[src/screen_pkg.sv]
`default_nettype none

package screen_pkg;

	// Scan coordinates arrive as 11-bit unsigned values
	typedef logic [10:0] coord_t;

	// One byte of colour per pixel
	typedef logic [7:0] color_t;

	// Visible area of the display
	localparam coord_t SCREEN_W = 11'd640;
	localparam coord_t SCREEN_H = 11'd480;

	// Fixed palette entries; the foreground colour comes in from outside
	localparam color_t COLOR_BACKGROUND = 8'h48;
	localparam color_t COLOR_WOUNDED    = 8'h3C;
	localparam color_t COLOR_NULL       = 8'h00;

	// Every object on the screen is built from square cells of this size
	localparam coord_t CELL = 11'd32;

endpackage

`default_nettype wire

[src/arena_pkg.sv]
`default_nettype none

package arena_pkg;

	// Invader block: three rows of eleven, rows spaced one cell apart
	localparam int                 INV_COLS    = 11;
	localparam int                 INV_ROWS    = 3;
	localparam screen_pkg::coord_t INV_X0      = 11'd128;
	localparam screen_pkg::coord_t INV_Y0      = 11'd64;
	localparam screen_pkg::coord_t INV_Y_PITCH = 11'd32;
	localparam screen_pkg::coord_t INV_H       = 11'd30;
	// Eleven cells side by side, 352 pixels
	localparam screen_pkg::coord_t INV_ROW_W = screen_pkg::coord_t'(INV_COLS * screen_pkg::CELL);

	// One bit per invader in a row, bit index is the column
	typedef logic [INV_COLS-1:0] inv_row_t;

	// Three barriers of 3 x 2 blocks each
	localparam int                 BAR_NUM     = 3;
	localparam int                 BAR_COLS    = 3;
	localparam int                 BAR_ROWS    = 2;
	localparam screen_pkg::coord_t BAR_X0      = 11'd64;
	localparam screen_pkg::coord_t BAR_X_PITCH = 11'd192;
	localparam screen_pkg::coord_t BAR_Y       = 11'd320;
	localparam screen_pkg::coord_t BAR_W = screen_pkg::coord_t'(BAR_COLS * screen_pkg::CELL);
	localparam screen_pkg::coord_t BAR_H = screen_pkg::coord_t'(BAR_ROWS * screen_pkg::CELL);

	// Block index is row * BAR_COLS + column
	typedef logic [BAR_COLS*BAR_ROWS-1:0] bar_map_t;

	// Player cannon
	localparam screen_pkg::coord_t CANNON_Y       = 11'd416;
	localparam screen_pkg::coord_t CANNON_X_RESET = 11'd320;
	localparam screen_pkg::coord_t CANNON_X_MIN   = 11'd1;
	localparam screen_pkg::coord_t CANNON_X_MAX   = 11'd608;

	// Shot launch offset from the cannon corner, rise per frame and square size
	localparam screen_pkg::coord_t SHOT_OFS_X = 11'd14;
	localparam screen_pkg::coord_t SHOT_OFS_Y = 11'd8;
	localparam screen_pkg::coord_t SHOT_STEP  = 11'd4;
	localparam screen_pkg::coord_t SHOT_SIZE  = 11'd4;

	// Sound event codes
	typedef logic [1:0] sound_t;
	localparam sound_t SND_SILENT = 2'd0;
	localparam sound_t SND_FIRE   = 2'd1;
	localparam sound_t SND_WOUND  = 2'd2;
	localparam sound_t SND_KILL   = 2'd3;

endpackage

`default_nettype wire

[src/shot_if.sv]
`timescale 1ns/1ps
`default_nettype none

interface shot_if;

	// Shot sits exactly on the current scan point
	logic at_scan;
	// Scan point falls inside the shot square
	logic on_pixel;
	// Hit strobes, valid in the at_scan cycle
	logic hit_invader;
	logic kill;
	logic hit_barrier;

	modport shooter (output at_scan, output on_pixel, input hit_invader, input kill,
		input hit_barrier);
	modport invader (input at_scan, output hit_invader, output kill);
	modport barrier (input at_scan, output hit_barrier);
	modport painter (input on_pixel);

endinterface

`default_nettype wire

[src/barrier_bank.sv]
`timescale 1ns/1ps
`default_nettype none

module barrier_bank (
	input  wire                        clk,
	input  wire                        arst_n,
	input  wire screen_pkg::coord_t    x,
	input  wire screen_pkg::coord_t    y,
	shot_if.barrier                    shot,
	output logic                       block_intact
);

	// One map per barrier, a set bit is a block still standing
	arena_pkg::bar_map_t blocks [arena_pkg::BAR_NUM];

	screen_pkg::coord_t rel_x;
	screen_pkg::coord_t rel_y;
	screen_pkg::coord_t in_bar_x;
	logic               in_bank;
	logic [1:0]         bar_idx;
	logic [2:0]         blk_idx;

	// Barriers repeat every pitch, so the offset inside one is a remainder
	assign rel_x    = x - arena_pkg::BAR_X0;
	assign rel_y    = y - arena_pkg::BAR_Y;
	assign in_bar_x = rel_x % arena_pkg::BAR_X_PITCH;

	always_comb
	begin
		in_bank = (x >= arena_pkg::BAR_X0) &&
			(rel_x / arena_pkg::BAR_X_PITCH < arena_pkg::BAR_NUM) &&
			(in_bar_x < arena_pkg::BAR_W) &&
			(y >= arena_pkg::BAR_Y) && (rel_y < arena_pkg::BAR_H);
		bar_idx = '0;
		blk_idx = '0;
		if (in_bank)
		begin
			bar_idx = 2'(rel_x / arena_pkg::BAR_X_PITCH);
			// Row-major block number inside the barrier
			blk_idx = 3'((rel_y / screen_pkg::CELL) * arena_pkg::BAR_COLS +
				in_bar_x / screen_pkg::CELL);
		end
	end

	assign block_intact = in_bank && blocks[bar_idx][blk_idx];

	// A standing block under the shot corner stops the shot
	assign shot.hit_barrier = shot.at_scan && block_intact;

	always_ff @(posedge clk or negedge arst_n)
	begin
		if (!arst_n)
		begin
			for (int b = 0; b < arena_pkg::BAR_NUM; b++)
				blocks[b] <= '1;
		end
		else if (shot.hit_barrier)
			blocks[bar_idx][blk_idx] <= 1'b0;
	end

endmodule

`default_nettype wire

[src/cannon_ctrl.sv]
`timescale 1ns/1ps
`default_nettype none

module cannon_ctrl (
	input  wire                        clk,
	input  wire                        arst_n,
	input  wire screen_pkg::coord_t    x,
	input  wire screen_pkg::coord_t    y,
	input  wire                        btn_left,
	input  wire                        btn_right,
	output logic                       frame_tick,
	output screen_pkg::coord_t         cannon_x,
	output logic                       on_cannon
);

	// The scan origin marks the start of a new frame
	assign frame_tick = (x == '0) && (y == '0);

	// One pixel of travel per frame, pressing both buttons cancels out
	always_ff @(posedge clk or negedge arst_n)
	begin
		if (!arst_n)
			cannon_x <= arena_pkg::CANNON_X_RESET;
		else if (frame_tick)
		begin
			if (btn_left && !btn_right && cannon_x > arena_pkg::CANNON_X_MIN)
				cannon_x <= cannon_x - 11'd1;
			else if (btn_right && !btn_left && cannon_x < arena_pkg::CANNON_X_MAX)
				cannon_x <= cannon_x + 11'd1;
		end
	end

	// Cannon is a solid cell, left and top edges included
	assign on_cannon = (x >= cannon_x) && (x < cannon_x + screen_pkg::CELL) &&
		(y >= arena_pkg::CANNON_Y) && (y < arena_pkg::CANNON_Y + screen_pkg::CELL);

endmodule

`default_nettype wire

[src/game_top.sv]
`timescale 1ns/1ps
`default_nettype none

module game_top (
	input  wire                        clk,
	input  wire                        arst_n,
	input  wire screen_pkg::color_t    color_fg,
	input  wire screen_pkg::coord_t    x,
	input  wire screen_pkg::coord_t    y,
	input  wire                        btn_left,
	input  wire                        btn_right,
	input  wire                        btn_fire,
	output screen_pkg::color_t         rgb,
	output arena_pkg::sound_t          sound
);

	logic               frame_tick;
	screen_pkg::coord_t cannon_x;
	logic               on_cannon;
	logic               cell_alive;
	logic               cell_wounded;
	logic               block_intact;

	// Shot probe and the hit strobes coming back from the targets
	shot_if shot0 ();

	cannon_ctrl cannon0 (
		.clk        (clk),
		.arst_n     (arst_n),
		.x          (x),
		.y          (y),
		.btn_left   (btn_left),
		.btn_right  (btn_right),
		.frame_tick (frame_tick),
		.cannon_x   (cannon_x),
		.on_cannon  (on_cannon)
	);

	shot_ctrl shot_ctrl0 (
		.clk        (clk),
		.arst_n     (arst_n),
		.x          (x),
		.y          (y),
		.frame_tick (frame_tick),
		.cannon_x   (cannon_x),
		.btn_fire   (btn_fire),
		.shot       (shot0),
		.sound      (sound)
	);

	invader_grid invaders0 (
		.clk          (clk),
		.arst_n       (arst_n),
		.x            (x),
		.y            (y),
		.shot         (shot0),
		.cell_alive   (cell_alive),
		.cell_wounded (cell_wounded)
	);

	barrier_bank barriers0 (
		.clk          (clk),
		.arst_n       (arst_n),
		.x            (x),
		.y            (y),
		.shot         (shot0),
		.block_intact (block_intact)
	);

	pixel_painter painter0 (
		.clk          (clk),
		.arst_n       (arst_n),
		.x            (x),
		.y            (y),
		.color_fg     (color_fg),
		.on_cannon    (on_cannon),
		.cell_alive   (cell_alive),
		.cell_wounded (cell_wounded),
		.block_intact (block_intact),
		.shot         (shot0),
		.rgb          (rgb)
	);

endmodule

`default_nettype wire

[src/invader_grid.sv]
`timescale 1ns/1ps
`default_nettype none

module invader_grid (
	input  wire                        clk,
	input  wire                        arst_n,
	input  wire screen_pkg::coord_t    x,
	input  wire screen_pkg::coord_t    y,
	shot_if.invader                    shot,
	output logic                       cell_alive,
	output logic                       cell_wounded
);

	// A set alive bit means the invader is still drawn
	arena_pkg::inv_row_t alive [arena_pkg::INV_ROWS];
	// A set wound bit means the invader has taken its first hit
	arena_pkg::inv_row_t wounded [arena_pkg::INV_ROWS];

	screen_pkg::coord_t rel_x;
	screen_pkg::coord_t rel_y;
	logic               in_grid;
	logic [1:0]         row_idx;
	logic [3:0]         col_idx;

	// Offsets from the grid corner, wrap below the corner is caught by in_grid
	assign rel_x = x - arena_pkg::INV_X0;
	assign rel_y = y - arena_pkg::INV_Y0;

	always_comb
	begin
		// The last two lines of each row pitch are a gap between rows
		in_grid = (x >= arena_pkg::INV_X0) && (rel_x < arena_pkg::INV_ROW_W) &&
			(y >= arena_pkg::INV_Y0) && (rel_y / arena_pkg::INV_Y_PITCH < arena_pkg::INV_ROWS) &&
			(rel_y % arena_pkg::INV_Y_PITCH < arena_pkg::INV_H);
		row_idx = '0;
		col_idx = '0;
		// Indices stay in range outside the grid
		if (in_grid)
		begin
			row_idx = 2'(rel_y / arena_pkg::INV_Y_PITCH);
			col_idx = 4'(rel_x / screen_pkg::CELL);
		end
	end

	assign cell_alive   = in_grid && alive[row_idx][col_idx];
	assign cell_wounded = in_grid && wounded[row_idx][col_idx];

	// The shot corner on a live invader is a hit, a second hit kills it
	assign shot.hit_invader = shot.at_scan && cell_alive;
	assign shot.kill        = shot.hit_invader && cell_wounded;

	always_ff @(posedge clk or negedge arst_n)
	begin
		if (!arst_n)
		begin
			for (int r = 0; r < arena_pkg::INV_ROWS; r++)
			begin
				alive[r]   <= '1;
				wounded[r] <= '0;
			end
		end
		else if (shot.hit_invader)
		begin
			// The wound bit of a dead invader is left set, alive masks it
			if (cell_wounded)
				alive[row_idx][col_idx] <= 1'b0;
			else
				wounded[row_idx][col_idx] <= 1'b1;
		end
	end

endmodule

`default_nettype wire

[src/pixel_painter.sv]
`timescale 1ns/1ps
`default_nettype none

module pixel_painter (
	input  wire                        clk,
	input  wire                        arst_n,
	input  wire screen_pkg::coord_t    x,
	input  wire screen_pkg::coord_t    y,
	input  wire screen_pkg::color_t    color_fg,
	input  wire                        on_cannon,
	input  wire                        cell_alive,
	input  wire                        cell_wounded,
	input  wire                        block_intact,
	shot_if.painter                    shot,
	output screen_pkg::color_t         rgb
);

	screen_pkg::color_t color_next;

	// Layers are applied back to front, each one overwrites the last
	always_comb
	begin
		if (x >= screen_pkg::SCREEN_W || y >= screen_pkg::SCREEN_H)
		begin
			// Blanking region
			color_next = screen_pkg::COLOR_NULL;
		end
		else
		begin
			color_next = screen_pkg::COLOR_BACKGROUND;

			if (block_intact)
				color_next = color_fg;

			// Wounded invaders keep their shape but change colour
			if (cell_alive)
				color_next = cell_wounded ? screen_pkg::COLOR_WOUNDED : color_fg;

			if (on_cannon)
				color_next = color_fg;

			// Shot is on top of everything
			if (shot.on_pixel)
				color_next = color_fg;
		end
	end

	// One cycle of latency from scan point to colour
	always_ff @(posedge clk or negedge arst_n)
	begin
		if (!arst_n)
			rgb <= screen_pkg::COLOR_NULL;
		else
			rgb <= color_next;
	end

endmodule

`default_nettype wire

[src/shot_ctrl.sv]
`timescale 1ns/1ps
`default_nettype none

module shot_ctrl (
	input  wire                        clk,
	input  wire                        arst_n,
	input  wire screen_pkg::coord_t    x,
	input  wire screen_pkg::coord_t    y,
	input  wire                        frame_tick,
	input  wire screen_pkg::coord_t    cannon_x,
	input  wire                        btn_fire,
	shot_if.shooter                    shot,
	output arena_pkg::sound_t          sound
);

	logic               active;
	screen_pkg::coord_t shot_x;
	screen_pkg::coord_t shot_y;

	// Only the top-left corner of the shot probes for collisions
	assign shot.at_scan = active && (x == shot_x) && (y == shot_y);

	assign shot.on_pixel = active &&
		(x >= shot_x) && (x < shot_x + arena_pkg::SHOT_SIZE) &&
		(y >= shot_y) && (y < shot_y + arena_pkg::SHOT_SIZE);

	// Control state and the sound register
	always_ff @(posedge clk or negedge arst_n)
	begin
		if (!arst_n)
		begin
			active <= 1'b0;
			sound  <= arena_pkg::SND_SILENT;
		end
		else if (shot.hit_invader || shot.hit_barrier)
		begin
			// Any hit ends the shot, only invader hits make a sound
			active <= 1'b0;
			if (shot.hit_invader)
				sound <= shot.kill ? arena_pkg::SND_KILL : arena_pkg::SND_WOUND;
		end
		else if (frame_tick)
		begin
			if (active)
			begin
				// Leaves through the top once a full step no longer fits
				if (shot_y < arena_pkg::SHOT_STEP)
					active <= 1'b0;
			end
			else if (btn_fire)
			begin
				active <= 1'b1;
				sound  <= arena_pkg::SND_FIRE;
			end
		end
	end

	// Position follows the same frame rules, meaningless while inactive
	always_ff @(posedge clk)
	begin
		if (frame_tick)
		begin
			if (!active && btn_fire)
			begin
				shot_x <= cannon_x + arena_pkg::SHOT_OFS_X;
				shot_y <= arena_pkg::CANNON_Y - arena_pkg::SHOT_OFS_Y;
			end
			else if (active && shot_y >= arena_pkg::SHOT_STEP)
				shot_y <= shot_y - arena_pkg::SHOT_STEP;
		end
	end

endmodule

`default_nettype wire

[config.mk]
export PLATFORM = sky130hd
export DESIGN_NAME = game_top
export DESIGN_NICKNAME = d
export VERILOG_FILES = /design/src/screen_pkg.sv /design/src/arena_pkg.sv /design/src/shot_if.sv /design/src/barrier_bank.sv /design/src/cannon_ctrl.sv /design/src/game_top.sv /design/src/invader_grid.sv /design/src/pixel_painter.sv /design/src/shot_ctrl.sv
export SDC_FILE = /design/constraint.sdc
export NUM_CORES = 1
export LEC_CHECK = 0
export ABC_AREA = 1
export BUFFER_PORTS_ARGS = -buffer_cell sky130_fd_sc_hd__buf_4
export CAP_MARGIN = 20
export CORE_ASPECT_RATIO = 0.6
export CORE_MARGIN = 3
export CORE_UTILIZATION = 44
export CTS_BUF_LIST = sky130_fd_sc_hd__clkbuf_4 sky130_fd_sc_hd__clkbuf_8
export CTS_CLUSTER_DIAMETER = 100
export DETAILED_ROUTE_END_ITERATION = 8
export PLACE_DENSITY = 0.61
export SYNTH_ARGS = -nofsm -noshare
export SYNTH_HDL_FRONTEND = slang
export SYNTH_HIERARCHICAL = 1
export SYNTH_SLANG_ARGS = --single-unit
[constraint.sdc]
create_clock -name clk -period 3.2 [get_ports clk]
set_input_delay 0 -clock clk [delete_from_list [all_inputs] [get_ports clk]]
set_output_delay 0 -clock clk [all_outputs]
set_load 0.01 [all_outputs]
Yosys cells after proc, flatten, opt, wreduce, memory -nomap -nowiden
Index checks and enable logic that the tools add are counted.
{"block": "totals", "ff_bits": 128, "inputBits": 35, "output_inout_bits": 10, "wordCells": 173}
{"block": "op_classes", "n_addsub": 12, "multipliers": 1, "div": 3, "magnitude_cmp": 32, "eq_ne": 4, "muxes": 47, "n_bitwise": 8, "reduce_logical": 51}
{"operator": "$mux W11", "count": 8}
{"operator": "$mux W8", "count": 6}
{"operator": "$bmux W11 S2", "count": 2}
{"operator": "$logic_and A1 B1 Y1", "count": 34}
{"operator": "$and A33 B33 Y33", "count": 1}
{"operator": "$ge A11 B11 Y1", "count": 3}
{"operator": "$ge A11 B9 Y1 const B", "count": 3}
{"operator": "$lt A11 B11 Y1", "count": 3}
{"operator": "$not A33 Y33", "count": 1}
{"operator": "$or A33 B33 Y33", "count": 1}
{"operator": "$div A11 B8 Y32 const B", "count": 1}
{"operator": "$lt A32 B2 Y1 const B", "count": 1}
{"operator": "$add A11 B3 Y11 const B", "count": 2}
{"operator": "$demux W11 S2", "count": 1}
{"operator": "$eq A11 B11 Y1", "count": 2}
{"operator": "$ge A11 B7 Y1 const B", "count": 2}
{"operator": "$logic_not A11 Y1", "count": 2}
{"operator": "$lt A11 B7 Y1 const B", "count": 2}
{"operator": "$lt A11 B9 Y1 const B", "count": 2}
{"operator": "$sub A11 B7 Y11 const B", "count": 2}
{"operator": "$and A18 B18 Y18", "count": 1}
{"operator": "$mux W6", "count": 3}
{"operator": "$not A18 Y18", "count": 1}
{"operator": "$mux W2", "count": 7}
{"operator": "other kinds (43)", "count": 67}

Depth between registers and ports, before layout
Gate-level depths: netlist of the first run.
{"block": "depth", "word_depth": 20, "depth_mapped": 33, "depth_no_buf": 33}

By module
Netlist of the first run, hierarchy kept.
{"module": "invader_grid", "n_inst": 1, "cells_per_inst": 639, "area_each_um2": 4443.0, "seq_area_each_um2": 1692.9}
{"module": "shot_ctrl", "n_inst": 1, "cells_per_inst": 302, "area_each_um2": 2383.5, "seq_area_each_um2": 675.6}
{"module": "barrier_bank", "n_inst": 1, "cells_per_inst": 306, "area_each_um2": 2088.3, "seq_area_each_um2": 473.0}
{"module": "cannon_ctrl", "n_inst": 1, "cells_per_inst": 299, "area_each_um2": 1846.8, "seq_area_each_um2": 277.8}
{"module": "pixel_painter", "n_inst": 1, "cells_per_inst": 51, "area_each_um2": 391.6, "seq_area_each_um2": 200.2}

Least setup slack after synthesis of the first run
No wires, ideal clock.
{"block": "synth_timing", "path_kind": "input to register", "from": "input port x[6]", "to": "register painter0.rgb[3]", "setup_ns": 0.121, "t_arrival_ns": 3.934, "slack_ns": -0.856, "path_stages": 32, "path_cell_list": "inv_2 -> ha_1 -> nand2_1 -> nand2_1 -> nand2_4 -> ha_1 -> inv_1 -> nand3_2 -> nand2_4 -> nand2_2 -> nand2_2 -> nand3_2 -> nand2_2 -> inv_1 -> o21ai_2 -> and2_1 -> fa_1 -> ha_1 -> xnor2_1 -> xnor2_1 -> xor2_1 -> nand3_1 -> inv_1 -> nand2_2 -> nand2_2 -> nand2_4 -> a21oi_2 -> nor2_1 -> nand2_2 -> nand2_1 -> nor2_1 -> nor2_1"}
{"block": "synth_between", "elab_chain_len": 20, "word_cells_on_any_way": 62}
{"item": "start, declared", "line": "game_top.sv:8", "source": "input wire screen_pkg::coord_t x,"}
{"item": "$sub A11 B7 Y11", "line": "barrier_bank.sv:24", "source": "assign rel_x = x - arena_pkg::BAR_X0;"}
{"item": "$div A11 B8 Y32", "line": "barrier_bank.sv:31", "source": "(rel_x / arena_pkg::BAR_X_PITCH < arena_pkg::BAR_NUM) &&"}
{"item": "$lt A32 B2 Y1", "line": "barrier_bank.sv:31"}
{"item": "$logic_and A1 B1 Y1", "line": "barrier_bank.sv:30", "source": "in_bank = (x >= arena_pkg::BAR_X0) &&"}
{"item": "$logic_and A1 B1 Y1", "line": "barrier_bank.sv:31"}
{"item": "$logic_and A1 B1 Y1", "line": "barrier_bank.sv:32", "source": "(in_bar_x < arena_pkg::BAR_W) &&"}
{"item": "$logic_and A1 B1 Y1", "line": "barrier_bank.sv:33", "source": "(y >= arena_pkg::BAR_Y) && (rel_y < arena_pkg::BAR_H);"}
{"item": "$mux W2", "line": "barrier_bank.sv:36", "source": "if (in_bank)"}
{"item": "(+6 left out)"}
{"item": "$logic_and A1 B1 Y1 *", "line": "barrier_bank.sv:45", "source": "assign block_intact = in_bank && blocks[bar_idx][blk_idx];"}
{"item": "named net block_intact", "line": "game_top.sv:22", "source": "logic block_intact;"}
{"item": "$mux W8 *", "line": "pixel_painter.sv:32", "source": "if (block_intact)"}
{"item": "$mux W8 *", "line": "pixel_painter.sv:36", "source": "if (cell_alive)"}
{"item": "$mux W8 *", "line": "pixel_painter.sv:39", "source": "if (on_cannon)"}
{"item": "$mux W8 *", "line": "pixel_painter.sv:43", "source": "if (shot.on_pixel)"}
{"item": "$mux W8 *", "line": "pixel_painter.sv:23", "source": "if (x >= screen_pkg::SCREEN_W || y >= screen_pkg::SCREEN_H)"}
{"item": "named net painter0.color_next[3]", "line": "pixel_painter.sv:18", "source": "screen_pkg::color_t color_next;"}
{"item": "end signal, assigned", "line": "pixel_painter.sv:52", "source": "rgb <= screen_pkg::COLOR_NULL;"}
{"item": "end signal, assigned", "line": "pixel_painter.sv:54", "source": "rgb <= color_next;"}
{"item": "end, declared", "line": "pixel_painter.sv:15", "source": "output screen_pkg::color_t rgb"}
Mark *: on every way through the listed nets, which the timed path passes. The rest lies on a longest branch. The select of a mux whose other input is x is not followed.
A chain may end at the register's enable or synchronous reset.

Final worst setup path of the first run
Ends and elaborated chain as after synthesis.

==> results.md, run 1 <==
* MaxCap Viol Count at 0
* CP endpoint kind: flip-flop
* First-pass GRT wire length at 56.3 mm
* Avg Cell Area, Syn at 6.98 um^2
* Critical Path AT at 3.76 ns
* Drt drc at 0
* Largest family of logic cells by synthesized area: simple AND/OR/NAND/NOR gates
* Cts bufs inserted at 17
* Via Count at 11.0k
* Number of iterations in the first detailed-routing pass at 6
* CTS tree: done
* Remaining antenna violation count at 0
* Fin. Hold Viols at 0
* Final worst slack at -0.196 ns
* Worst r2r dst: painter0/rgb[5]
* Root buf cell: clkbuf_8
* Commonest non-fill, non-tap cell in the layout: nand2_1
* Worst slew margin at 53.3%
* Top cell type by total area after synthesis: nand2_1
* Hpwl dp at 25.8 mm
* Worst Path Required at 3.57 ns
* Yosys Warn Count at 6
* Power, Total at 4.18 mW
* Post-synth EDFFs at 20
* Crit Path Class: in -> reg
* Synth unique cells at 58
* #FFs+latches synth at 126
* Crit-path max FO at 7
* Routed length per instance at 17.0 um
* Full die area at 27,400 um^2
* Antenna violations before repair at 0
* Max Fclk at 294 MHz
* CP max stage delay at 0.41 ns
* CTS HTree Levels at 4
* Detailed Route Iter0 Violations at 1,099
* Adder-Cell Fraction of Synth Area at 8.59%
* VDD IR max at 188 uV
* Outcome: complete, but fails checks
* Max-slew violations at 0
* Post-Synthesis Cell Area at 11,200 um^2
* Clock Path Buffers at 2
* Area share of the largest cell type after synthesis at 16.2%
* Top cells by area, synth: nand2_1, dfstp_2, dfrtp_1, ha_1, inv_1
* Core Rows at 44
* Synthesized Nets at 1,708
* Slowest library cell on the worst path: fa_1
* Vias/cell at 5.29
* Area growth from synthesis to layout at 19.9%
* RSZ-0062 raised after global routing: yes
* # diodes at 0
* Simple-gate share of the synthesized area at 40.9%
* Routability-driven placement congestion ratio at 0.935
* Worst-path clk slew at 0.08 ns
* Later-pin clock latency in the skew report at 0.49 ns
* FF-to-FF Start: shot_ctrl0/shot_x[2]
* Min Tclk post-route at 3.40 ns
* Fraction of layout cells with a size suffix above 1 at 22.5%
* Tot GR Track Use at 26.4%
* R2R Setup Slk at 0.16 ns
* Power density over cell area at 312 nW/um^2
* Placed cell count at 2,015
* Mapped Cells at 1,597
* Starting density of the core at 45.4%
* Port bufs at 44
* Synth Area in Compound Gates at 6.27%
* Clock skew at 0.0164 ns
* Layout Nets at 1,851
* Die Wd at 212 um
* Final WL at 35.3 mm
* R2r worst-path depth at 18
* # clock sinks at 126
* Violated checks: negative setup slack
* Final Setup Violations at 29
* Slew @ Worst Pin at 0.698 ns
* Most frequent cells in the layout: nand2_1, inv_1, nor2_1
* Largest net degree at the start of global routing at 66
* Leak at 6.69 nW
* Core area at 24,600 um^2
* Asr flop ratio synth at 84.1%
* Final non-filler cell total at 2,075
* Top Ports at 45
* Seq/Total Area, Yosys at 29.8%
* Final period utilization at 106%
* Fraction of synthesized cell area in xor and xnor cells at 3.14%
* CP dominant cell by count: nand2_4
* Setup crit start kind: input pin
* Multiplexer share of the synthesized area at 0%
* Die Ht at 129 um
* Vias in the first global route at 10.1k
* Synth Flop Type: dfstp_2
* Overflow after GRT at 0
* Hold Crit Class: in -> async
-- critical path: cells and delay by family --
kind / cells / cell delay, ns
compound gates: 3 / 0.36
buf+inv: 4 / 0.24
xor+xnor: 3 / 0.53
fa+ha+maj: 4 / 1.02
simple gates: 20 / 1.63
-- Yosys cell counts, types with 5 or more instances --
cell,instances
nor2_1,176
a21boi_0,12
buf_4,9
clkbuf_1,10
buf_6,14
xor2_1,32
nand3_2,11
nor2_2,12
nor3_2,5
nand3_1,72
dfrtp_1,53
a21oi_1,38
nand4_1,112
edfxtp_1,20
o21ai_0,22
ha_1,75
inv_2,20
dfstp_2,53
nand2_4,16
nand2_1,482
nor3_1,7
nor2_4,10
o21ai_1,8
nand2_2,24
clkinv_1,5
buf_2,18
xnor2_1,8
inv_1,213
-- timing repair --
action	in CTS	in global routing
resized for setup	13	18
buffers inserted	6	4
setup endpoints to repair	29	29
hold buffers	16	0
pin swaps	30	15
cloned	1	1
hold endpoints to repair	61	0
-- worst max-delay path by stage --
stage                                  to  start  slack [ns]  cells after the start
after global routing      painter0/rgb[3]   x[6]       -0.43                     34
after floorplan           painter0/rgb[3]   x[6]       -0.58                     32
final                     painter0/rgb[3]   x[6]       -0.20                     34
after detailed placement  painter0/rgb[3]   x[7]       -0.85                     33
after CTS                 painter0/rgb[3]   x[7]       -0.14                     33
after global placement    painter0/rgb[3]   x[7]       -0.74                     33
-- layer usage --
| metal | global-route usage (%) | wire length, um | part of all wire [%] |
|---|---|---|---|
| met2 | 34.8 | 13400 | 38 |
| met4 | 4.92 | 333 | 0.94 |
| met3 | 7.33 | 3390 | 9.6 |
| met1 | 42.3 | 18100 | 51 |
| met5 | 0 | 0 | 0 |
-- state kept, by name, indices dropped and copies added (netlist names) --
name               cells
shot_ctrl0/active      1
shot_ctrl0/sound       2
shot_ctrl0/shot_x     11
painter0/rgb           8
cannon0/cannon_x      11
barriers0/blocks      18
shot_ctrl0/shot_y      9
invaders0/wounded     33
invaders0/alive       33
-- kinds of logic (layout without fill, tap and decap cells) --
kind of cell,Yosys count,in the layout
AOI/OAI and AO/OA,108,108
adders and majority gates,76,76
DFF,126,126
and+or+nand+nor,955,957
buffers and inverters,292,446
xor gates and xnor gates,40,40
-- area by class of cell --
cell class	instances	area (um^2)
Fill cell	2397	11200
Clock buffer	23	298
Timing Repair Buffer	174	1460
Tap cell	322	403
Clock inverter	9	204
Multi-Input combinational cell	1181	6760
Inverter	240	933
Sequential cell	126	3320
-- stage by stage --
stage	setup slack, ns	area (um^2)	hold slack [ns]	util [%]	setup TNS, ns
after floorplan	-0.580	11200	-0.296	-	-11.79
after global placement	-0.744	12500	0.0555	50.8	-16.91
after CTS	-0.144	13300	0.0642	54.0	-0.997
after detailed placement	-0.854	12500	0.0621	50.8	-20.96
after global routing	-0.425	13400	0.0940	54.5	-8.75
final	-0.196	13400	0.0735	54.5	-2.36
-- power by group --
part           switching (mW)  internal, mW
registers            0.000470          1.63
clock network           0.725          1.10
logic                   0.429         0.297
total                    1.15          3.02
Note: power is estimated with default switching activity, not from simulation.
==> inputs of run 2 (changes only) <==
CORE_UTILIZATION = 35   (was 44)
PLACE_DENSITY = 0.51   (was 0.61)
SETUP_SLACK_MARGIN = 0.15   (was unset)
==> run 2 against run 1 <==
The run still ends with negative setup slack left; first-iteration DRC count is 21% lower; sequential share of layout area fell by 0.44 points; sequential cell count is the same; die area increased by 25%; wire length is 3.1% higher; register-to-register slack got worse by 0.05 ns; largest power group is now sequential cells; highest routed layer unchanged.
==> results.md, run 2 (synthesis results as in run 1) <==
* Top Ports at 45 (unchanged)
* Core Rows at 49 (+11%)
* Full die area at 34,100 um^2 (+25%)
* CP endpoint kind: flip-flop
* Core area at 30,700 um^2 (+25%)
* Worst-path clk slew at 0.09 ns (about the same)
* Fraction of layout cells with a size suffix above 1 at 23.2% (+0.67 points)
* MaxCap Viol Count at 0 (unchanged)
* Clock skew at 0.0199 ns (+0.00352 ns)
* Cts bufs inserted at 17 (unchanged)
* Vias in the first global route at 9,925 (-1.5%)
* Crit Path Class: in -> reg
* CP dominant cell by count: nand2_4
* Most frequent cells in the layout: nand2_1, inv_1, nor2_1
* Violated checks: negative setup slack
* Die Wd at 236 um (+12%)
* Root buf cell: clkbuf_8
* Routability-driven placement congestion ratio at 0.908 (-2.8%)
* Number of iterations in the first detailed-routing pass at 5 (-1)
* WP depth at 33 (-2.9%)
* Later-pin clock latency in the skew report at 0.49 ns (about the same)
* First-pass GRT wire length at 57.8 mm (+2.7%)
* Power density over cell area at 292 nW/um^2 (-6.4%)
* Max Fclk at 289 MHz (-1.8%)
* CTS tree: done
* Hpwl dp at 26.7 mm (+3.8%)
* Top delay family on crit path: simple AND/OR/NAND/NOR gates
* Port bufs at 44 (unchanged)
* Routed length per instance at 16.7 um (-1.6%)
* Final non-filler cell total at 2,175 (+4.8%)
* Area of the multi-input gates at 6800 um^2 (+0.56%)
* Fin. Hold Viols at 0 (unchanged)
* Setup crit start kind: input pin
* Antenna violations before repair at 0 (unchanged)
* Via Count at 10.8k (-1.2%)
* Setup_tns at -5.59 ns (-3.24 ns)
* Power, Total at 3.98 mW (-4.7%)
* Slew @ Worst Pin at 0.740 ns (+0.0422 ns)
* Final period utilization at 108% (+2.0 points)
* Register area at 3320 um^2 (unchanged)
* Final Setup Violations at 29 (unchanged)
* R2R Setup Slk at 0.11 ns (-0.05 ns)
* Starting density of the core at 36.4% (-9.0 points)
* FF-to-FF Start: shot_ctrl0/shot_y[2]
* Area growth from synthesis to layout at 22.1%
* Leak at 6.76 nW (+1.1%)
* CP max stage delay at 0.39 ns (-0.02 ns)
* Placed cell count at 2,114 (+4.9%)
* RSZ-0062 raised after global routing: yes
* Vias/cell at 4.99 (-5.7%)
* Remaining antenna violation count at 0 (unchanged)
* Layout Nets at 1,865 (+0.76%)
* Hold Crit Class: in -> async
* Worst r2r dst: painter0/rgb[3]
* Top flop regs: invaders0/alive x33, invaders0/wounded x33, barriers0/blocks x18
* Detailed Route Iter0 Violations at 872 (-21%)
* Min Tclk post-route at 3.46 ns (+0.0637 ns)
* Die Ht at 144 um (+12%)
* Critical Path AT at 3.82 ns (+0.06 ns)
* R2r worst-path depth at 17 (-1)
* Tot GR Track Use at 21.7% (-4.8 points)
* Final worst slack at -0.259 ns (-0.0637 ns)
* Drt drc at 0 (unchanged)
* Final WL at 36.4 mm (+3.1%)
* Outcome: complete, but fails checks
* # diodes at 0 (unchanged)
* Worst slew margin at 50.7% (-2.6 points)
* VDD IR max at 241 uV (+28%)
* Largest net degree at the start of global routing at 50 (-24%)
* Slowest library cell on the worst path: fa_1
* Crit-path max FO at 7 (unchanged)
* Fill cells at 3,183 (+33%)
* Commonest non-fill, non-tap cell in the layout: nand2_1
* CP bufs+invs at 3 (-1)
* # clock sinks at 126 (unchanged)
* Overflow after GRT at 0 (unchanged)
* Clock Path Buffers at 2 (unchanged)
* CTS HTree Levels at 4 (unchanged)
* Max-slew violations at 0 (unchanged)
* Worst Path Required at 3.56 ns (about the same)
-- run 2: cell count changes in the layout (fill, tap and decap cells not counted), sizes merged --
| cell | delta |
|---|---|
| bufinv | -3 |
| buf | +14 |
| clkbuf | +3 |
| dlygate4sd3 | -1 |
| nand2 | +1 |
-- run 2: layout make-up --
cell class / instances / share of cell area, %
tap: 408 / 3.75
clock inverter: 6 / 0.799
multi-input combinational: 1182 / 49.9
timing repair buffer: 187 / 12.0
clock buffer: 26 / 2.40
inverter: 240 / 6.80
sequential: 126 / 24.4
-- run 2: worst max-delay path by stage --
stage	start	endpoint	slack [ns]
2_1_floorplan	x[6]	painter0/rgb[3]	-0.58
3_3_place_gp	x[6]	painter0/rgb[3]	-0.79
3_5_place_dp	x[6]	painter0/rgb[3]	-0.89
4_1_cts	x[7]	painter0/rgb[3]	-0.20
5_1_grt	x[7]	painter0/rgb[6]	-0.47
6_report	x[6]	painter0/rgb[3]	-0.26
-- run 2: worst reg2reg max path, stage by stage (launching register included) --
cell       delay [ns]
edfxtp_1         0.46
ha_1             0.24
nand3_1          0.12
nor2_1           0.14
nand2_1          0.11
nor3_2           0.14
xor2_1           0.16
ha_1             0.26
nand2_1          0.10
nor2_1           0.06
o211ai_1         0.10
o2111ai_1        0.28
nor2_1           0.35
nor2_2           0.08
nand2_2          0.17
nand2_1          0.07
nor2_1           0.09
nor2_1           0.04
-- run 2: layer usage --
| metal | vias up | GRT usage (%) | wire, um |
|---|---|---|---|
| met3 | 21 | 3.53 | 2280 |
| met4 | 0 | 4.64 | 320 |
| li1 | 5431 | - | - |
| met1 | 5091 | 35.7 | 20100 |
| met2 | 303 | 28.5 | 13700 |
| met5 | - | 0 | 0 |
-- run 2: timing repair --
item,4_1_cts,5_1_grt
endpoints found under the setup margin,29,29
buffers inserted,8,3
gates resized for setup,18,18
hold endpoints to repair,63,0
pin swaps,33,21
gates cloned,3,0
hold buffers,15,0
-- run 2: where the power goes --
part           internal [mW]  leakage (nW)  total [mW]  switching (mW)
Sequential              1.63          1.27        1.63        0.000596
Combinational          0.314          5.26       0.749           0.435
Clock                  0.897         0.228        1.61           0.709
-- run 2: through the flow --
stage | util [%] | hold WS [ns] | setup WS, ns | cell area, um^2
floorplan | - | -0.296 | -0.580 | 11200
global placement | 41.6 | 0.109 | -0.792 | 12800
detailed placement | 41.6 | 0.103 | -0.894 | 12800
CTS | 44.1 | 0.0861 | -0.199 | 13500
global route | 44.4 | 0.139 | -0.472 | 13600
finish | 44.4 | 0.107 | -0.259 | 13600
